### src/verilog/sdmacCpuPkg.sv
// SDMAC host register map
`default_nettype none

package sdmacCpuPkg;

    // Register offsets within the 5-bit host address
    localparam logic [4:0] ADDR_CNTR  = 5'h00;
    localparam logic [4:0] ADDR_ISTR  = 5'h04;
    localparam logic [4:0] ADDR_FIFO  = 5'h08;
    localparam logic [4:0] ADDR_FLUSH = 5'h0C;
    localparam logic [4:0] ADDR_SCSI  = 5'h10;  // Relayed to the SCSI chip

    typedef struct packed {
        logic        sel;    // One-cycle access strobe
        logic        rw;     // 1 = read
        logic [4:0]  addr;
        logic [31:0] wdata;
    } cpuReq_t;

    typedef struct packed {
        logic        ack;    // Single-cycle pulse, rdata valid with it
        logic [31:0] rdata;
    } cpuRsp_t;

    typedef struct packed {
        logic dmaDir;        // 0 = SCSI to FIFO
        logic dmaEna;
        logic intEna;
    } cntrReg_t;

    // Low nibble of the ISTR read
    typedef struct packed {
        logic fifoEmpty;
        logic fifoFull;
        logic intPend;
        logic dmaBusy;
    } istr_t;

endpackage

`default_nettype wire

### src/verilog/sdmacScsiPkg.sv
// SCSI peripheral port definitions
`default_nettype none

package sdmacScsiPkg;

    // Peripheral cycle phase lengths in clocks
    localparam int SETUP_CYCLES  = 1;
    localparam int STROBE_CYCLES = 3;
    localparam int RECOV_CYCLES  = 1;

    localparam int FIFO_DEPTH = 8;  // Longwords, power of two

    typedef struct packed {
        logic        csN;    // Chip register select
        logic        iorN;
        logic        iowN;
        logic        dackN;  // DMA acknowledge
        logic        pdOe;   // Drive the data port
        logic [15:0] pdOut;
    } scsiPortOut_t;

    typedef struct packed {
        logic [15:0] pd;
        logic        dreqN;
        logic        intA;
    } scsiPortIn_t;

    // FIFO side sees a longword, the port side sees two halfwords
    typedef union packed {
        logic [31:0] lword;
        struct packed {
            logic [15:0] hiHalf;
            logic [15:0] loHalf;
        } half;
    } fifoWord_u;

    typedef enum logic [1:0] {IDLE, SETUP, STROBE, RECOV} phase_e;

endpackage

`default_nettype wire

### src/verilog/dmaFifo.sv
// DMA longword FIFO
`timescale 1ns/1ps
`default_nettype none

module dmaFifo (
    input  wire                     sclk_i,
    input  wire                     arstN_i,
    input  wire                     push_i,
    input  wire                     pop_i,
    input  wire                     flush_i,
    input  sdmacScsiPkg::fifoWord_u wdata_i,
    output sdmacScsiPkg::fifoWord_u rdata_o,
    output logic                    full_o,
    output logic                    empty_o
);

    sdmacScsiPkg::fifoWord_u mem [sdmacScsiPkg::FIFO_DEPTH];

    logic [$clog2(sdmacScsiPkg::FIFO_DEPTH)-1:0] wrPtr;
    logic [$clog2(sdmacScsiPkg::FIFO_DEPTH)-1:0] rdPtr;
    logic [$clog2(sdmacScsiPkg::FIFO_DEPTH):0]   count;
    logic                                        doPush;
    logic                                        doPop;

    assign full_o  = (count == ($clog2(sdmacScsiPkg::FIFO_DEPTH) + 1)'(sdmacScsiPkg::FIFO_DEPTH));
    assign empty_o = (count == '0);

    // Writes to a full FIFO are dropped, pops of an empty one ignored
    assign doPush = push_i & ~full_o & ~flush_i;
    assign doPop  = pop_i & ~empty_o & ~flush_i;

    always_ff @(posedge sclk_i or negedge arstN_i) begin
        if (!arstN_i) begin
            wrPtr <= '0;
            rdPtr <= '0;
            count <= '0;
        end else if (flush_i) begin
            wrPtr <= '0;
            rdPtr <= '0;
            count <= '0;
        end else begin
            if (doPush) begin
                wrPtr <= wrPtr + 1'b1;  // Wraps with the power-of-two depth
            end
            if (doPop) begin
                rdPtr <= rdPtr + 1'b1;
            end
            case ({doPush, doPop})
                2'b10:   count <= count + 1'b1;
                2'b01:   count <= count - 1'b1;
                default: count <= count;
            endcase
        end
    end

    always_ff @(posedge sclk_i) begin
        if (doPush) begin
            mem[wrPtr] <= wdata_i;
        end
    end

    assign rdata_o = mem[rdPtr];  // Look-ahead head

endmodule

`default_nettype wire

### src/verilog/dmacRegisters.sv
// DMAC host register file
`timescale 1ns/1ps
`default_nettype none

module dmacRegisters (
    input  wire                     sclk_i,
    input  wire                     arstN_i,
    input  sdmacCpuPkg::cpuReq_t    cpuReq_i,
    output sdmacCpuPkg::cpuRsp_t    cpuRsp_o,
    input  wire                     intA_i,
    input  wire                     fifoEmpty_i,
    input  wire                     fifoFull_i,
    input  wire                     dmaBusy_i,
    input  sdmacScsiPkg::fifoWord_u fifoRdata_i,
    input  wire  [15:0]             relayRdata_i,
    input  wire                     relayDone_i,
    output sdmacCpuPkg::cntrReg_t   cntr_o,
    output logic                    relayReq_o,
    output logic                    relayRw_o,
    output logic [15:0]             relayWdata_o,
    output logic                    fifoPush_o,
    output logic                    fifoPop_o,
    output sdmacScsiPkg::fifoWord_u fifoWdata_o,
    output logic                    flush_o,
    output logic                    int_o
);

    sdmacCpuPkg::cntrReg_t cntrQ;
    sdmacCpuPkg::istr_t    istr;
    logic                  ackQ;
    logic [31:0]           rdataQ;
    logic                  relayReqQ;
    logic                  intQ;
    logic                  isScsi;
    logic [31:0]           rdNext;

    assign isScsi = (cpuReq_i.addr == sdmacCpuPkg::ADDR_SCSI);

    assign istr = '{fifoEmpty: fifoEmpty_i, fifoFull: fifoFull_i,
                    intPend: intQ, dmaBusy: dmaBusy_i};

    // Read data for the local registers
    always_comb begin
        case (cpuReq_i.addr)
            sdmacCpuPkg::ADDR_CNTR: rdNext = {29'b0, cntrQ};
            sdmacCpuPkg::ADDR_ISTR: rdNext = {28'b0, istr};
            sdmacCpuPkg::ADDR_FIFO: rdNext = fifoEmpty_i ? 32'b0 : fifoRdata_i.lword;
            default:                rdNext = 32'b0;
        endcase
    end

    // FIFO and flush act in the select cycle
    assign fifoPush_o = cpuReq_i.sel & ~cpuReq_i.rw &
                        (cpuReq_i.addr == sdmacCpuPkg::ADDR_FIFO);
    assign fifoPop_o  = cpuReq_i.sel & cpuReq_i.rw & ~fifoEmpty_i &
                        (cpuReq_i.addr == sdmacCpuPkg::ADDR_FIFO);
    assign flush_o    = cpuReq_i.sel & ~cpuReq_i.rw &
                        (cpuReq_i.addr == sdmacCpuPkg::ADDR_FLUSH);
    assign fifoWdata_o.lword = cpuReq_i.wdata;

    always_ff @(posedge sclk_i or negedge arstN_i) begin
        if (!arstN_i) begin
            cntrQ     <= '0;
            ackQ      <= 1'b0;
            relayReqQ <= 1'b0;
            intQ      <= 1'b0;
        end else begin
            ackQ <= relayDone_i | (cpuReq_i.sel & ~isScsi);
            if (cpuReq_i.sel && isScsi) begin
                relayReqQ <= 1'b1;  // Held until the chip cycle ends
            end else if (relayDone_i) begin
                relayReqQ <= 1'b0;
            end
            if (cpuReq_i.sel && !cpuReq_i.rw && cpuReq_i.addr == sdmacCpuPkg::ADDR_CNTR) begin
                cntrQ <= sdmacCpuPkg::cntrReg_t'(cpuReq_i.wdata[2:0]);
            end
            intQ <= cntrQ.intEna & intA_i;
        end
    end

    always_ff @(posedge sclk_i) begin
        if (relayDone_i) begin
            rdataQ <= relayRw_o ? {16'b0, relayRdata_i} : 32'b0;
        end else if (cpuReq_i.sel) begin
            rdataQ <= rdNext;
        end
        if (cpuReq_i.sel && isScsi) begin
            relayRw_o    <= cpuReq_i.rw;
            relayWdata_o <= cpuReq_i.wdata[15:0];
        end
    end

    assign cpuRsp_o.ack   = ackQ;
    assign cpuRsp_o.rdata = rdataQ;
    assign cntr_o         = cntrQ;
    assign relayReq_o     = relayReqQ;
    assign int_o          = intQ;

endmodule

`default_nettype wire

### src/verilog/portDatapath.sv
// Peripheral port datapath
`timescale 1ns/1ps
`default_nettype none

module portDatapath (
    input  wire                     sclk_i,
    input  wire                     arstN_i,
    input  wire  [15:0]             pd_i,
    input  wire                     captureHalf_i,  // Last strobe clock of a read
    input  wire                     halfSel_i,      // 0 = hi halfword
    input  wire                     relayActive_i,
    input  wire  [15:0]             relayWdata_i,
    input  sdmacScsiPkg::fifoWord_u fifoHead_i,
    output sdmacScsiPkg::fifoWord_u packed_o,
    output logic [15:0]             pdOut_o,
    output logic [15:0]             relayRdata_o
);

    sdmacScsiPkg::fifoWord_u packReg;
    logic [15:0]             relayLatch;

    // Read halfwords go to the relay latch or into the packing register
    always_ff @(posedge sclk_i or negedge arstN_i) begin
        if (!arstN_i) begin
            packReg    <= '0;
            relayLatch <= '0;
        end else if (captureHalf_i) begin
            if (relayActive_i) begin
                relayLatch <= pd_i;
            end else if (halfSel_i) begin
                packReg.half.loHalf <= pd_i;  // Completes the longword
            end else begin
                packReg.half.hiHalf <= pd_i;
            end
        end
    end

    // Outgoing halfword
    always_comb begin
        if (relayActive_i) begin
            pdOut_o = relayWdata_i;
        end else if (halfSel_i) begin
            pdOut_o = fifoHead_i.half.loHalf;
        end else begin
            pdOut_o = fifoHead_i.half.hiHalf;  // Hi goes out first
        end
    end

    assign packed_o     = packReg;
    assign relayRdata_o = relayLatch;

endmodule

`default_nettype wire

### src/verilog/scsiSm.sv
// SCSI peripheral cycle FSM
`timescale 1ns/1ps
`default_nettype none

module scsiSm (
    input  wire                        sclk_i,
    input  wire                        arstN_i,
    input  sdmacCpuPkg::cntrReg_t      cntr_i,
    input  wire                        dreqN_i,
    input  wire                        fifoEmpty_i,
    input  wire                        fifoFull_i,
    input  wire                        relayReq_i,
    input  wire                        relayRw_i,
    input  wire                        phaseDone_i,
    output logic                       timerStart_o,
    output sdmacScsiPkg::phase_e       phase_o,
    output logic                       relayDone_o,
    output logic                       halfSel_o,
    output logic                       captureHalf_o,
    output logic                       fifoPush_o,
    output logic                       fifoPop_o,
    output logic                       dmaBusy_o,
    output sdmacScsiPkg::scsiPortOut_t portCtl_o
);

    sdmacScsiPkg::phase_e phaseQ;
    logic                 isRelayQ;  // Current cycle is a relayed register access
    logic                 isReadQ;   // Current cycle reads the chip
    logic                 startQ;
    logic                 halfSelQ;
    logic                 dmaGo;
    logic                 cycleEnd;
    logic                 active;

    // DMA may start only with room for the data
    assign dmaGo = cntr_i.dmaEna & ~dreqN_i &
                   (cntr_i.dmaDir ? ~fifoEmpty_i : ~fifoFull_i);

    assign cycleEnd = (phaseQ == sdmacScsiPkg::RECOV) & phaseDone_i;
    assign active   = (phaseQ != sdmacScsiPkg::IDLE);

    always_ff @(posedge sclk_i or negedge arstN_i) begin
        if (!arstN_i) begin
            phaseQ   <= sdmacScsiPkg::IDLE;
            isRelayQ <= 1'b0;
            isReadQ  <= 1'b0;
            startQ   <= 1'b0;
            halfSelQ <= 1'b0;
        end else begin
            startQ <= 1'b0;
            case (phaseQ)
                sdmacScsiPkg::IDLE: begin
                    if (relayReq_i) begin  // Relay wins over DMA
                        phaseQ   <= sdmacScsiPkg::SETUP;
                        isRelayQ <= 1'b1;
                        isReadQ  <= relayRw_i;
                        startQ   <= 1'b1;
                    end else if (dmaGo) begin
                        phaseQ   <= sdmacScsiPkg::SETUP;
                        isRelayQ <= 1'b0;
                        isReadQ  <= ~cntr_i.dmaDir;
                        startQ   <= 1'b1;
                    end
                end
                sdmacScsiPkg::SETUP: begin
                    if (phaseDone_i) begin
                        phaseQ <= sdmacScsiPkg::STROBE;
                        startQ <= 1'b1;
                    end
                end
                sdmacScsiPkg::STROBE: begin
                    if (phaseDone_i) begin
                        phaseQ <= sdmacScsiPkg::RECOV;
                        startQ <= 1'b1;
                    end
                end
                default: begin
                    if (phaseDone_i) begin
                        phaseQ <= sdmacScsiPkg::IDLE;
                        if (!isRelayQ) begin
                            halfSelQ <= ~halfSelQ;  // Next halfword of the pair
                        end
                    end
                end
            endcase
        end
    end

    assign timerStart_o  = startQ;
    assign phase_o       = phaseQ;
    assign halfSel_o     = halfSelQ;
    assign relayDone_o   = cycleEnd & isRelayQ;
    assign captureHalf_o = (phaseQ == sdmacScsiPkg::STROBE) & phaseDone_i & isReadQ;
    assign fifoPush_o    = cycleEnd & ~isRelayQ & halfSelQ & isReadQ;   // Lo half captured
    assign fifoPop_o     = cycleEnd & ~isRelayQ & halfSelQ & ~isReadQ;  // Lo half sent
    assign dmaBusy_o     = active & ~isRelayQ;

    // Strobes, all active low
    assign portCtl_o.csN   = ~(active & isRelayQ);
    assign portCtl_o.dackN = ~(active & ~isRelayQ);
    assign portCtl_o.iorN  = ~((phaseQ == sdmacScsiPkg::STROBE) & isReadQ);
    assign portCtl_o.iowN  = ~((phaseQ == sdmacScsiPkg::STROBE) & ~isReadQ);
    assign portCtl_o.pdOe  = active & ~isReadQ;
    assign portCtl_o.pdOut = '0;  // Supplied by the datapath

endmodule

`default_nettype wire

### src/verilog/sdmacTop.sv
// SDMAC top level
`timescale 1ns/1ps
`default_nettype none

module sdmacTop (
    input  wire                        sclk_i,
    input  wire                        arstN_i,
    input  sdmacCpuPkg::cpuReq_t       cpuReq_i,
    output sdmacCpuPkg::cpuRsp_t       cpuRsp_o,
    input  sdmacScsiPkg::scsiPortIn_t  scsiIn_i,
    output sdmacScsiPkg::scsiPortOut_t scsiOut_o,
    output logic                       int_o
);

    sdmacCpuPkg::cntrReg_t      cntr;
    sdmacScsiPkg::scsiPortOut_t portCtl;
    sdmacScsiPkg::phase_e       phase;
    sdmacScsiPkg::fifoWord_u    cpuWdata, packedWord, fifoHead, fifoWdata;
    logic        relayReq, relayRw, relayDone;
    logic [15:0] relayWdata, relayRdata, pdOut;
    logic        cpuPush, cpuPop, smPush, smPop, flush;
    logic        fifoFull, fifoEmpty, dmaBusy;
    logic        timerStart, phaseDone, halfSel, captureHalf;

    // Both sides share the FIFO ports, simultaneous use is a host error
    assign fifoWdata = smPush ? packedWord : cpuWdata;

    always_comb begin
        scsiOut_o       = portCtl;
        scsiOut_o.pdOut = pdOut;
    end

    dmacRegisters uRegs (
        .sclk_i(sclk_i), .arstN_i(arstN_i), .cpuReq_i(cpuReq_i), .cpuRsp_o(cpuRsp_o),
        .intA_i(scsiIn_i.intA), .fifoEmpty_i(fifoEmpty), .fifoFull_i(fifoFull),
        .dmaBusy_i(dmaBusy), .fifoRdata_i(fifoHead), .relayRdata_i(relayRdata),
        .relayDone_i(relayDone), .cntr_o(cntr), .relayReq_o(relayReq),
        .relayRw_o(relayRw), .relayWdata_o(relayWdata), .fifoPush_o(cpuPush),
        .fifoPop_o(cpuPop), .fifoWdata_o(cpuWdata), .flush_o(flush), .int_o(int_o)
    );

    scsiSm uScsiSm (
        .sclk_i(sclk_i), .arstN_i(arstN_i), .cntr_i(cntr), .dreqN_i(scsiIn_i.dreqN),
        .fifoEmpty_i(fifoEmpty), .fifoFull_i(fifoFull), .relayReq_i(relayReq),
        .relayRw_i(relayRw), .phaseDone_i(phaseDone), .timerStart_o(timerStart),
        .phase_o(phase), .relayDone_o(relayDone), .halfSel_o(halfSel),
        .captureHalf_o(captureHalf), .fifoPush_o(smPush), .fifoPop_o(smPop),
        .dmaBusy_o(dmaBusy), .portCtl_o(portCtl)
    );

    strobeTimer uTimer (
        .sclk_i(sclk_i), .arstN_i(arstN_i), .start_i(timerStart), .phase_i(phase),
        .phaseDone_o(phaseDone)
    );

    dmaFifo uFifo (
        .sclk_i(sclk_i), .arstN_i(arstN_i), .push_i(cpuPush | smPush),
        .pop_i(cpuPop | smPop), .flush_i(flush), .wdata_i(fifoWdata),
        .rdata_o(fifoHead), .full_o(fifoFull), .empty_o(fifoEmpty)
    );

    portDatapath uDatapath (
        .sclk_i(sclk_i), .arstN_i(arstN_i), .pd_i(scsiIn_i.pd),
        .captureHalf_i(captureHalf), .halfSel_i(halfSel), .relayActive_i(~portCtl.csN),
        .relayWdata_i(relayWdata), .fifoHead_i(fifoHead), .packed_o(packedWord),
        .pdOut_o(pdOut), .relayRdata_o(relayRdata)
    );

endmodule

`default_nettype wire

### src/verilog/strobeTimer.sv
// Peripheral phase timer
`timescale 1ns/1ps
`default_nettype none

module strobeTimer (
    input  wire                  sclk_i,
    input  wire                  arstN_i,
    input  wire                  start_i,   // First clock of a phase
    input  sdmacScsiPkg::phase_e phase_i,
    output logic                 phaseDone_o
);

    logic [2:0] cnt;
    logic [2:0] phaseLen;

    always_comb begin
        case (phase_i)
            sdmacScsiPkg::SETUP:  phaseLen = 3'(sdmacScsiPkg::SETUP_CYCLES);
            sdmacScsiPkg::STROBE: phaseLen = 3'(sdmacScsiPkg::STROBE_CYCLES);
            sdmacScsiPkg::RECOV:  phaseLen = 3'(sdmacScsiPkg::RECOV_CYCLES);
            default:              phaseLen = 3'd1;
        endcase
    end

    always_ff @(posedge sclk_i or negedge arstN_i) begin
        if (!arstN_i) begin
            cnt <= '0;
        end else if (start_i) begin
            cnt <= phaseLen - 3'd1;  // Start clock already counts
        end else if (cnt != 3'd0) begin
            cnt <= cnt - 3'd1;
        end
    end

    // Done in the last clock of the phase
    assign phaseDone_o = start_i ? (phaseLen == 3'd1) : (cnt == 3'd1);

endmodule

`default_nettype wire
### config.mk
export PLATFORM = sky130hd
export DESIGN_NAME = sdmacTop
export DESIGN_NICKNAME = d
export VERILOG_FILES = /design/src/verilog/sdmacCpuPkg.sv /design/src/verilog/sdmacScsiPkg.sv /design/src/verilog/dmaFifo.sv /design/src/verilog/dmacRegisters.sv /design/src/verilog/portDatapath.sv /design/src/verilog/scsiSm.sv /design/src/verilog/sdmacTop.sv /design/src/verilog/strobeTimer.sv
export SDC_FILE = /design/constraint.sdc
export NUM_CORES = 1
export LEC_CHECK = 0
export ABC_CLOCK_PERIOD_IN_PS = 8800
export BUFFER_PORTS_ARGS = -buffer_cell sky130_fd_sc_hd__buf_2
export CORE_ASPECT_RATIO = 1.1
export CORE_MARGIN = 2
export CORE_UTILIZATION = 40
export CTS_BUF_LIST = sky130_fd_sc_hd__clkbuf_16
export DETAILED_ROUTE_END_ITERATION = 8
export HOLD_SLACK_MARGIN = 0.08
export PLACE_DENSITY = 0.64
export SLEW_MARGIN = 20
export SYNTH_ARGS = -nofsm -noshare
export SYNTH_HDL_FRONTEND = slang
export SYNTH_SLANG_ARGS = --single-unit
### constraint.sdc
create_clock -name sclk_i -period 8.8 [get_ports sclk_i]
set_input_delay 0 -clock sclk_i [delete_from_list [all_inputs] [get_ports sclk_i]]
set_output_delay 0 -clock sclk_i [all_outputs]
set_load 0.02 [all_outputs]
Yosys cells after proc, flatten, opt, wreduce, memory -nomap -nowiden
Memory sizes are Yosys's and may differ from the RTL's.
Cells that the tools add are included.
{"block": "word_totals", "register_bits": 122, "mem_bits_rw": 256, "inputBits": 59, "output_inout_bits": 55, "wordCells": 150, "memories": 1}
{"name": "uFifo.mem", "depth": 8, "word_bits": 32, "read_ports": 1, "rd_ports_with_merged_regs": 0, "wr": 1, "line_no": "dmaFifo.sv:17", "text": "sdmacScsiPkg::fifoWord_u mem [sdmacScsiPkg::FIFO_DEPTH];"}
{"block": "op_classes", "addsub": 6, "eq_ne": 15, "muxes": 37, "n_bitwise": 45, "reduce_logical": 25}
{"op": "$mux W32", "count": 4}
{"op": "$pmux W32 S3", "count": 1}
{"op": "$mux W16", "count": 3}
{"op": "$and A1 B1 Y1", "count": 27}
{"op": "$mux W3", "count": 6}
{"op": "$reduce_bool A2 Y1", "count": 8}
{"op": "$not A1 Y1", "count": 15}
{"op": "$mux W1", "count": 13}
{"op": "$mux W2", "count": 6}
{"op": "$eq A5 B4 Y1 const B", "count": 2}
{"op": "$reduce_and A3 Y1", "count": 3}
{"op": "$pmux W4 S2", "count": 1}
{"op": "$add A3 B1 Y3 const B", "count": 2}
{"op": "$eq A2 B2 Y1 const B", "count": 3}
{"op": "$eq A3 B1 Y1 const B", "count": 2}
{"op": "$pmux W2 S3", "count": 1}
{"op": "$reduce_bool A3 Y1", "count": 2}
{"op": "$sub A3 B1 Y3 const B", "count": 2}
{"op": "$eq A5 B3 Y1 const B", "count": 1}
{"op": "$eq A5 B5 Y1 const B", "count": 1}
{"op": "$logic_not A5 Y1", "count": 1}
{"op": "$add A4 B1 Y4 const B", "count": 1}
{"op": "$eq A2 B1 Y1 const B", "count": 2}
{"op": "$eq A4 B4 Y1 const B", "count": 1}
{"op": "other kinds (14)", "count": 20}

Depth between registers and ports, before layout
{"block": "logic_depth", "ltp_word": 14, "ltp_mapped": 14, "depth_no_buf": 13}

Modules after synthesis
Synthesis repeated with hierarchy kept, for this count alone.
{"block": "hier_totals", "hier_cells": 891, "hier_area_um2": 16263.1}
{"mod": "dmaFifo", "n_inst": 1, "cells_each": 447, "area_per_inst_um2": 10289.9}
{"mod": "dmacRegisters", "n_inst": 1, "cells_each": 162, "area_per_inst_um2": 2469.9}
{"mod": "portDatapath", "n_inst": 1, "cells_each": 156, "area_per_inst_um2": 2187.1}
{"mod": "sdmacTop", "n_inst": 1, "cells_each": 39, "area_per_inst_um2": 556.8}
{"mod": "scsiSm", "n_inst": 1, "cells_each": 65, "area_per_inst_um2": 555.5}
{"mod": "strobeTimer", "n_inst": 1, "cells_each": 22, "area_per_inst_um2": 203.9}

Worst setup path after synthesis
No wires, ideal clock.
{"block": "synth_timing", "path_type": "reg-to-reg", "startpoint": "register uScsiSm.phaseQ[0] (netlist: uScsiSm.phase_o[0])", "endpoint": "memory uFifo.mem[1][0] in the netlist's numbering (enable)", "arrival_time_ps": 3835, "required_time_ps": 8339, "path_slack_ps": 4504, "stages_incl_launch_ff": 9, "synth_period_minus_slack_ps": 4296, "path_cell_list": "dfrtp_1 inv_1 ha_1 nor2b_1 o2111ai_1 a2bb2o_1 buf_2 nand3_1 nor3_1"}
{"block": "synth_between", "elab_chain_len": 13, "elab_cells_between_ends": 14, "classes_between": "eq/ne (3); mux (4); bitwise (7)"}
{"item": "from (decl)", "line_no": "scsiSm.sv:26", "text": "sdmacScsiPkg::phase_e phaseQ;"}
{"item": "from (signal assigned)", "line_no": "scsiSm.sv:44", "text": "phaseQ <= sdmacScsiPkg::IDLE;"}
{"item": "from (signal assigned)", "line_no": "scsiSm.sv:54", "text": "phaseQ <= sdmacScsiPkg::SETUP;"}
{"item": "from (signal assigned)", "line_no": "scsiSm.sv:59", "text": "phaseQ <= sdmacScsiPkg::SETUP;"}
{"item": "$eq A2 B2 Y1", "line_no": "strobeTimer.sv:17", "text": "case (phase_i)"}
{"item": "$mux W2", "line_no": "strobeTimer.sv:17"}
{"item": "$eq A3 B1 Y1", "line_no": "strobeTimer.sv:36", "text": "assign phaseDone_o = start_i ? (phaseLen == 3'd1) : (cnt == 3'd1);"}
{"item": "$mux W1", "line_no": "strobeTimer.sv:36"}
{"item": "$and A1 B1 Y1 (*)", "line_no": "scsiSm.sv:39", "text": "assign cycleEnd = (phaseQ == sdmacScsiPkg::RECOV) & phaseDone_i;"}
{"item": "$and A1 B1 Y1 (*) (3 in a row)", "line_no": "scsiSm.sv:94", "text": "assign fifoPush_o = cycleEnd & ~isRelayQ & halfSelQ & isReadQ;"}
{"item": "$or A1 B1 Y1 (*)", "line_no": "sdmacTop.sv:57", "text": ".sclk_i(sclk_i), .arstN_i(arstN_i), .push_i(cpuPush | smPush),"}
{"item": "$and A1 B1 Y1 (*) (2 in a row)", "line_no": "dmaFifo.sv:29", "text": "assign doPush = push_i & ~full_o & ~flush_i;"}
{"item": "$mux W1 (*)", "line_no": "dmaFifo.sv:57", "text": "if (doPush) begin"}
{"item": "$mux W1 (not written as such) (*)", "line_no": "dmaFifo.sv:58", "text": "mem[wrPtr] <= wdata_i;"}
{"item": "to (decl)", "line_no": "dmaFifo.sv:17"}
Mark *: on every way between the ends. The rest lies on a longest branch, timed or not.

==> metrics <==
leak pwr=6.80 nW; Vias=8272; Reg clk slew, reported paths=0.06 ns; Setup Fix Bufs, Post-CTS=0; Pint=3.68 mW; filler instances=3217; post-synthesis sequential area ratio=71.3%; crit path kind=flop to output port; f_max=276 MHz; clk_skew=0.0131 ns; Sequential Area=11000 um2; final cell count without fillers=1552; clock latency on the worst-skew pair=0.52 ns; share of the synthesized area in the top cell type=59.4%; worst-margin pin slew=1.09 ns; ys flop type=edfxtp_1; IO buf count=113; CTS H-tree depth=2; Post-Syn Instances=830; count leader, synth=edfxtp_1; startpoint types=flop; Net Sw Power=1.54 mW; Bufs on Longest Clock Path=3; DRT Wirelength=36.0 mm; clk sink count=378; CP Capture Type=output port; Placed Cells incl. Taps=1418; worst-path fanout max=41; Core ar.=38100 um2; outcome=complete, no violations; die width=191 um; total track usage=18.2%; number of synthesized flops with an enable pin=305; Critical Path RT=8.80 ns; met3 wire length=2.27 mm; minimum clock period=3.62 ns; P&R area growth vs syn=20.0%; worst r2r src=uScsiSm.phase_o[0]; Reg2Reg Depth=7; relative slew slack=27.1%; final hold vios=0; Synthesis Warnings=0; Max-cap violations=0; Synth area leader=edfxtp_1; reg2reg setup slack=5.40 ns; drt wl/cell=23.2 um; Net Sw Frac=29.4%; #FFs+latches synth=378; number of I/O pins=114; Placer Congestion=0.821; detailed placement HPWL=22.3 mm; CTS tree=done; pwr/cell area=282 nW/um2; setup TNS=0 ns; Ant. Diodes=0; Total Nets Final=1091; hold_ws=0.101 ns; syn avg cell area=18.6 um2; Seq pwr share=43.5%; critical path arrival=3.62 ns; Mapped Area=15400 um2; clk root buf=clkbuf_16; vias per cell=5.33; FF-to-FF End=uFifo.mem[7][10]; vias in the first global route=8617; combinational power share=25.1%; Die Area=40100 um2; cells taking the most area after synthesis=edfxtp_1, dfrtp_1, mux4_2; ANT nets after route=0; commonest cells in the synthesized netlist=edfxtp_1, mux2_2, dfrtp_1; async set-reset flop share out of synthesis=19.3%; RSZ-0062 raised after global routing=false; VDD IR max=201 uV; cts bufs inserted=42; DR pass1 iterations=5; multi-input logic area=4240 um2; Synth cell types=48; Worst Hold Class=input port to asynchronous set/reset pin; clock power share=31.4%; fin crit share=41.2%; Top Layer Used=met4; Post-Synthesis Net Count=902; initial antenna violation count=0; fin. max-slew vios=0; Final setup viols=0; post-route total power=5.22 mW; largest net degree at the start of global routing=74; DR WL met2=17.1 mm; row count=75; ratio of cells with drive above 1 in the final layout=36.3%; DRT met1 WL=15.8 mm; global-route wire length before repair=53.7 mm; Die Ht=210 um; DRC violations left=0; global route total overflow=0; DRT iter0 DRCs=564; initial core utilization=40.4%
worst max path at each step:
stage | from | to | slack (ns) | cells past startpoint
floorplan | uScsiSm.phase_o[0] | uFifo.mem[1][0] | 4.50 | 8
global placement | uScsiSm.phase_o[0] | uFifo.mem[7][28] | 5.50 | 7
detailed placement | uScsiSm.phase_o[0] | uFifo.mem[7][23] | 5.36 | 7
CTS | uFifo.rdPtr[0] | scsiOut_o[14] | 5.06 | 6
global route | uFifo.rdPtr[0] | scsiOut_o[14] | 4.88 | 6
finish | uFifo.rdPtr[0] | scsiOut_o[14] | 5.18 | 6
worst max-delay path: stages, from the launching register on:
cell and delay [ns]:
dfrtp_4 0.77, buf_4 0.76, mux4_2 0.61, mux2_2 0.30
mux2i_1 0.25, a21oi_1 0.13, buf_2 0.22
power by group through the flow:
stage,registers [mW],logic [mW],clock network [mW]
global placement,2.30,1.28,0
detailed placement,2.31,1.29,0
global route,2.29,1.41,1.75
floorplan,2.24,0.939,0
finish,2.27,1.31,1.64
CTS,2.27,1.32,1.67
layer usage:
metal / vias to the layer above / track usage [%]
met5: - / 0
met4: 0 / 5.01
met3: 52 / 3.16
met2: 315 / 29.4
met1: 4264 / 25.6
li1: 3641 / -
layout make-up:
cell class	count	share of cell area [%]
inverters	14	0.284
flip-flops and latches	378	59.4
clock buffers	43	5.82
clock inverters	34	1.23
repair buffers	185	6.93
multi-input cells	398	22.9
well taps	500	3.38
repair_timing:
action | CTS | global route
hold endpoints to repair | 403 | 0
hold buffers | 55 | 0
gates resized for setup | 0 | 0
placed cells by master (no fill, tap or decap), drive strengths merged, types with 4 or more instances in the layout:
cell type,count
buf,130
xor2,5
mux2,113
nand2,17
nor2,49
o21ai,11
ha,12
mux2i,22
dlygate4sd3,55
and2,16
clkinv,15
a2bb2oi,4
clkbuf,43
inv,29
nand3,6
mux4,64
a22o,13
nand2b,7
dfrtp,73
a21oi,24
edfxtp,305
or3,5
logic make-up (layout without fill, tap and decap cells):
group           after synthesis  count (layout)  share of synthesized area (%)
simple gates                114             114                           3.77
fa+ha+maj                    13              13                           1.10
xor+xnor                      8               8                          0.455
mux                         199             199                           19.0
flops                       378             378                           71.3
compound gates               64              64                           2.75
buf+inv                      54             276                           1.60
sequential cells by signal (all words and copies together) (netlist names):
signal and count:
uFifo.mem 256, uDatapath.packed_o 32, uRegs.rdataQ 32, uDatapath.relayRdata_o 16, uRegs.relayWdata_o 16, uFifo.count 4
uFifo.rdPtr 3, uFifo.wrPtr 3, uRegs.cntr_o 3, uTimer.cnt 3, uScsiSm.phase_o 2, uRegs.ackQ 1
uRegs.int_o 1, uRegs.relayReq_o 1, uRegs.relayRw_o 1, uScsiSm.halfSel_o 1, uScsiSm.isReadQ 1, uScsiSm.isRelayQ 1
uScsiSm.timerStart_o 1
per-stage QoR:
step	util, %	setup WS (ns)	cell area (um2)
global route	48.6	4.88	18500
global placement	43.6	5.50	16600
floorplan	-	4.50	15400
CTS	48.4	5.06	18400
detailed placement	43.6	5.36	16600
finish	48.6	5.18	18500
Note: power is estimated with default switching activity, not from simulation.
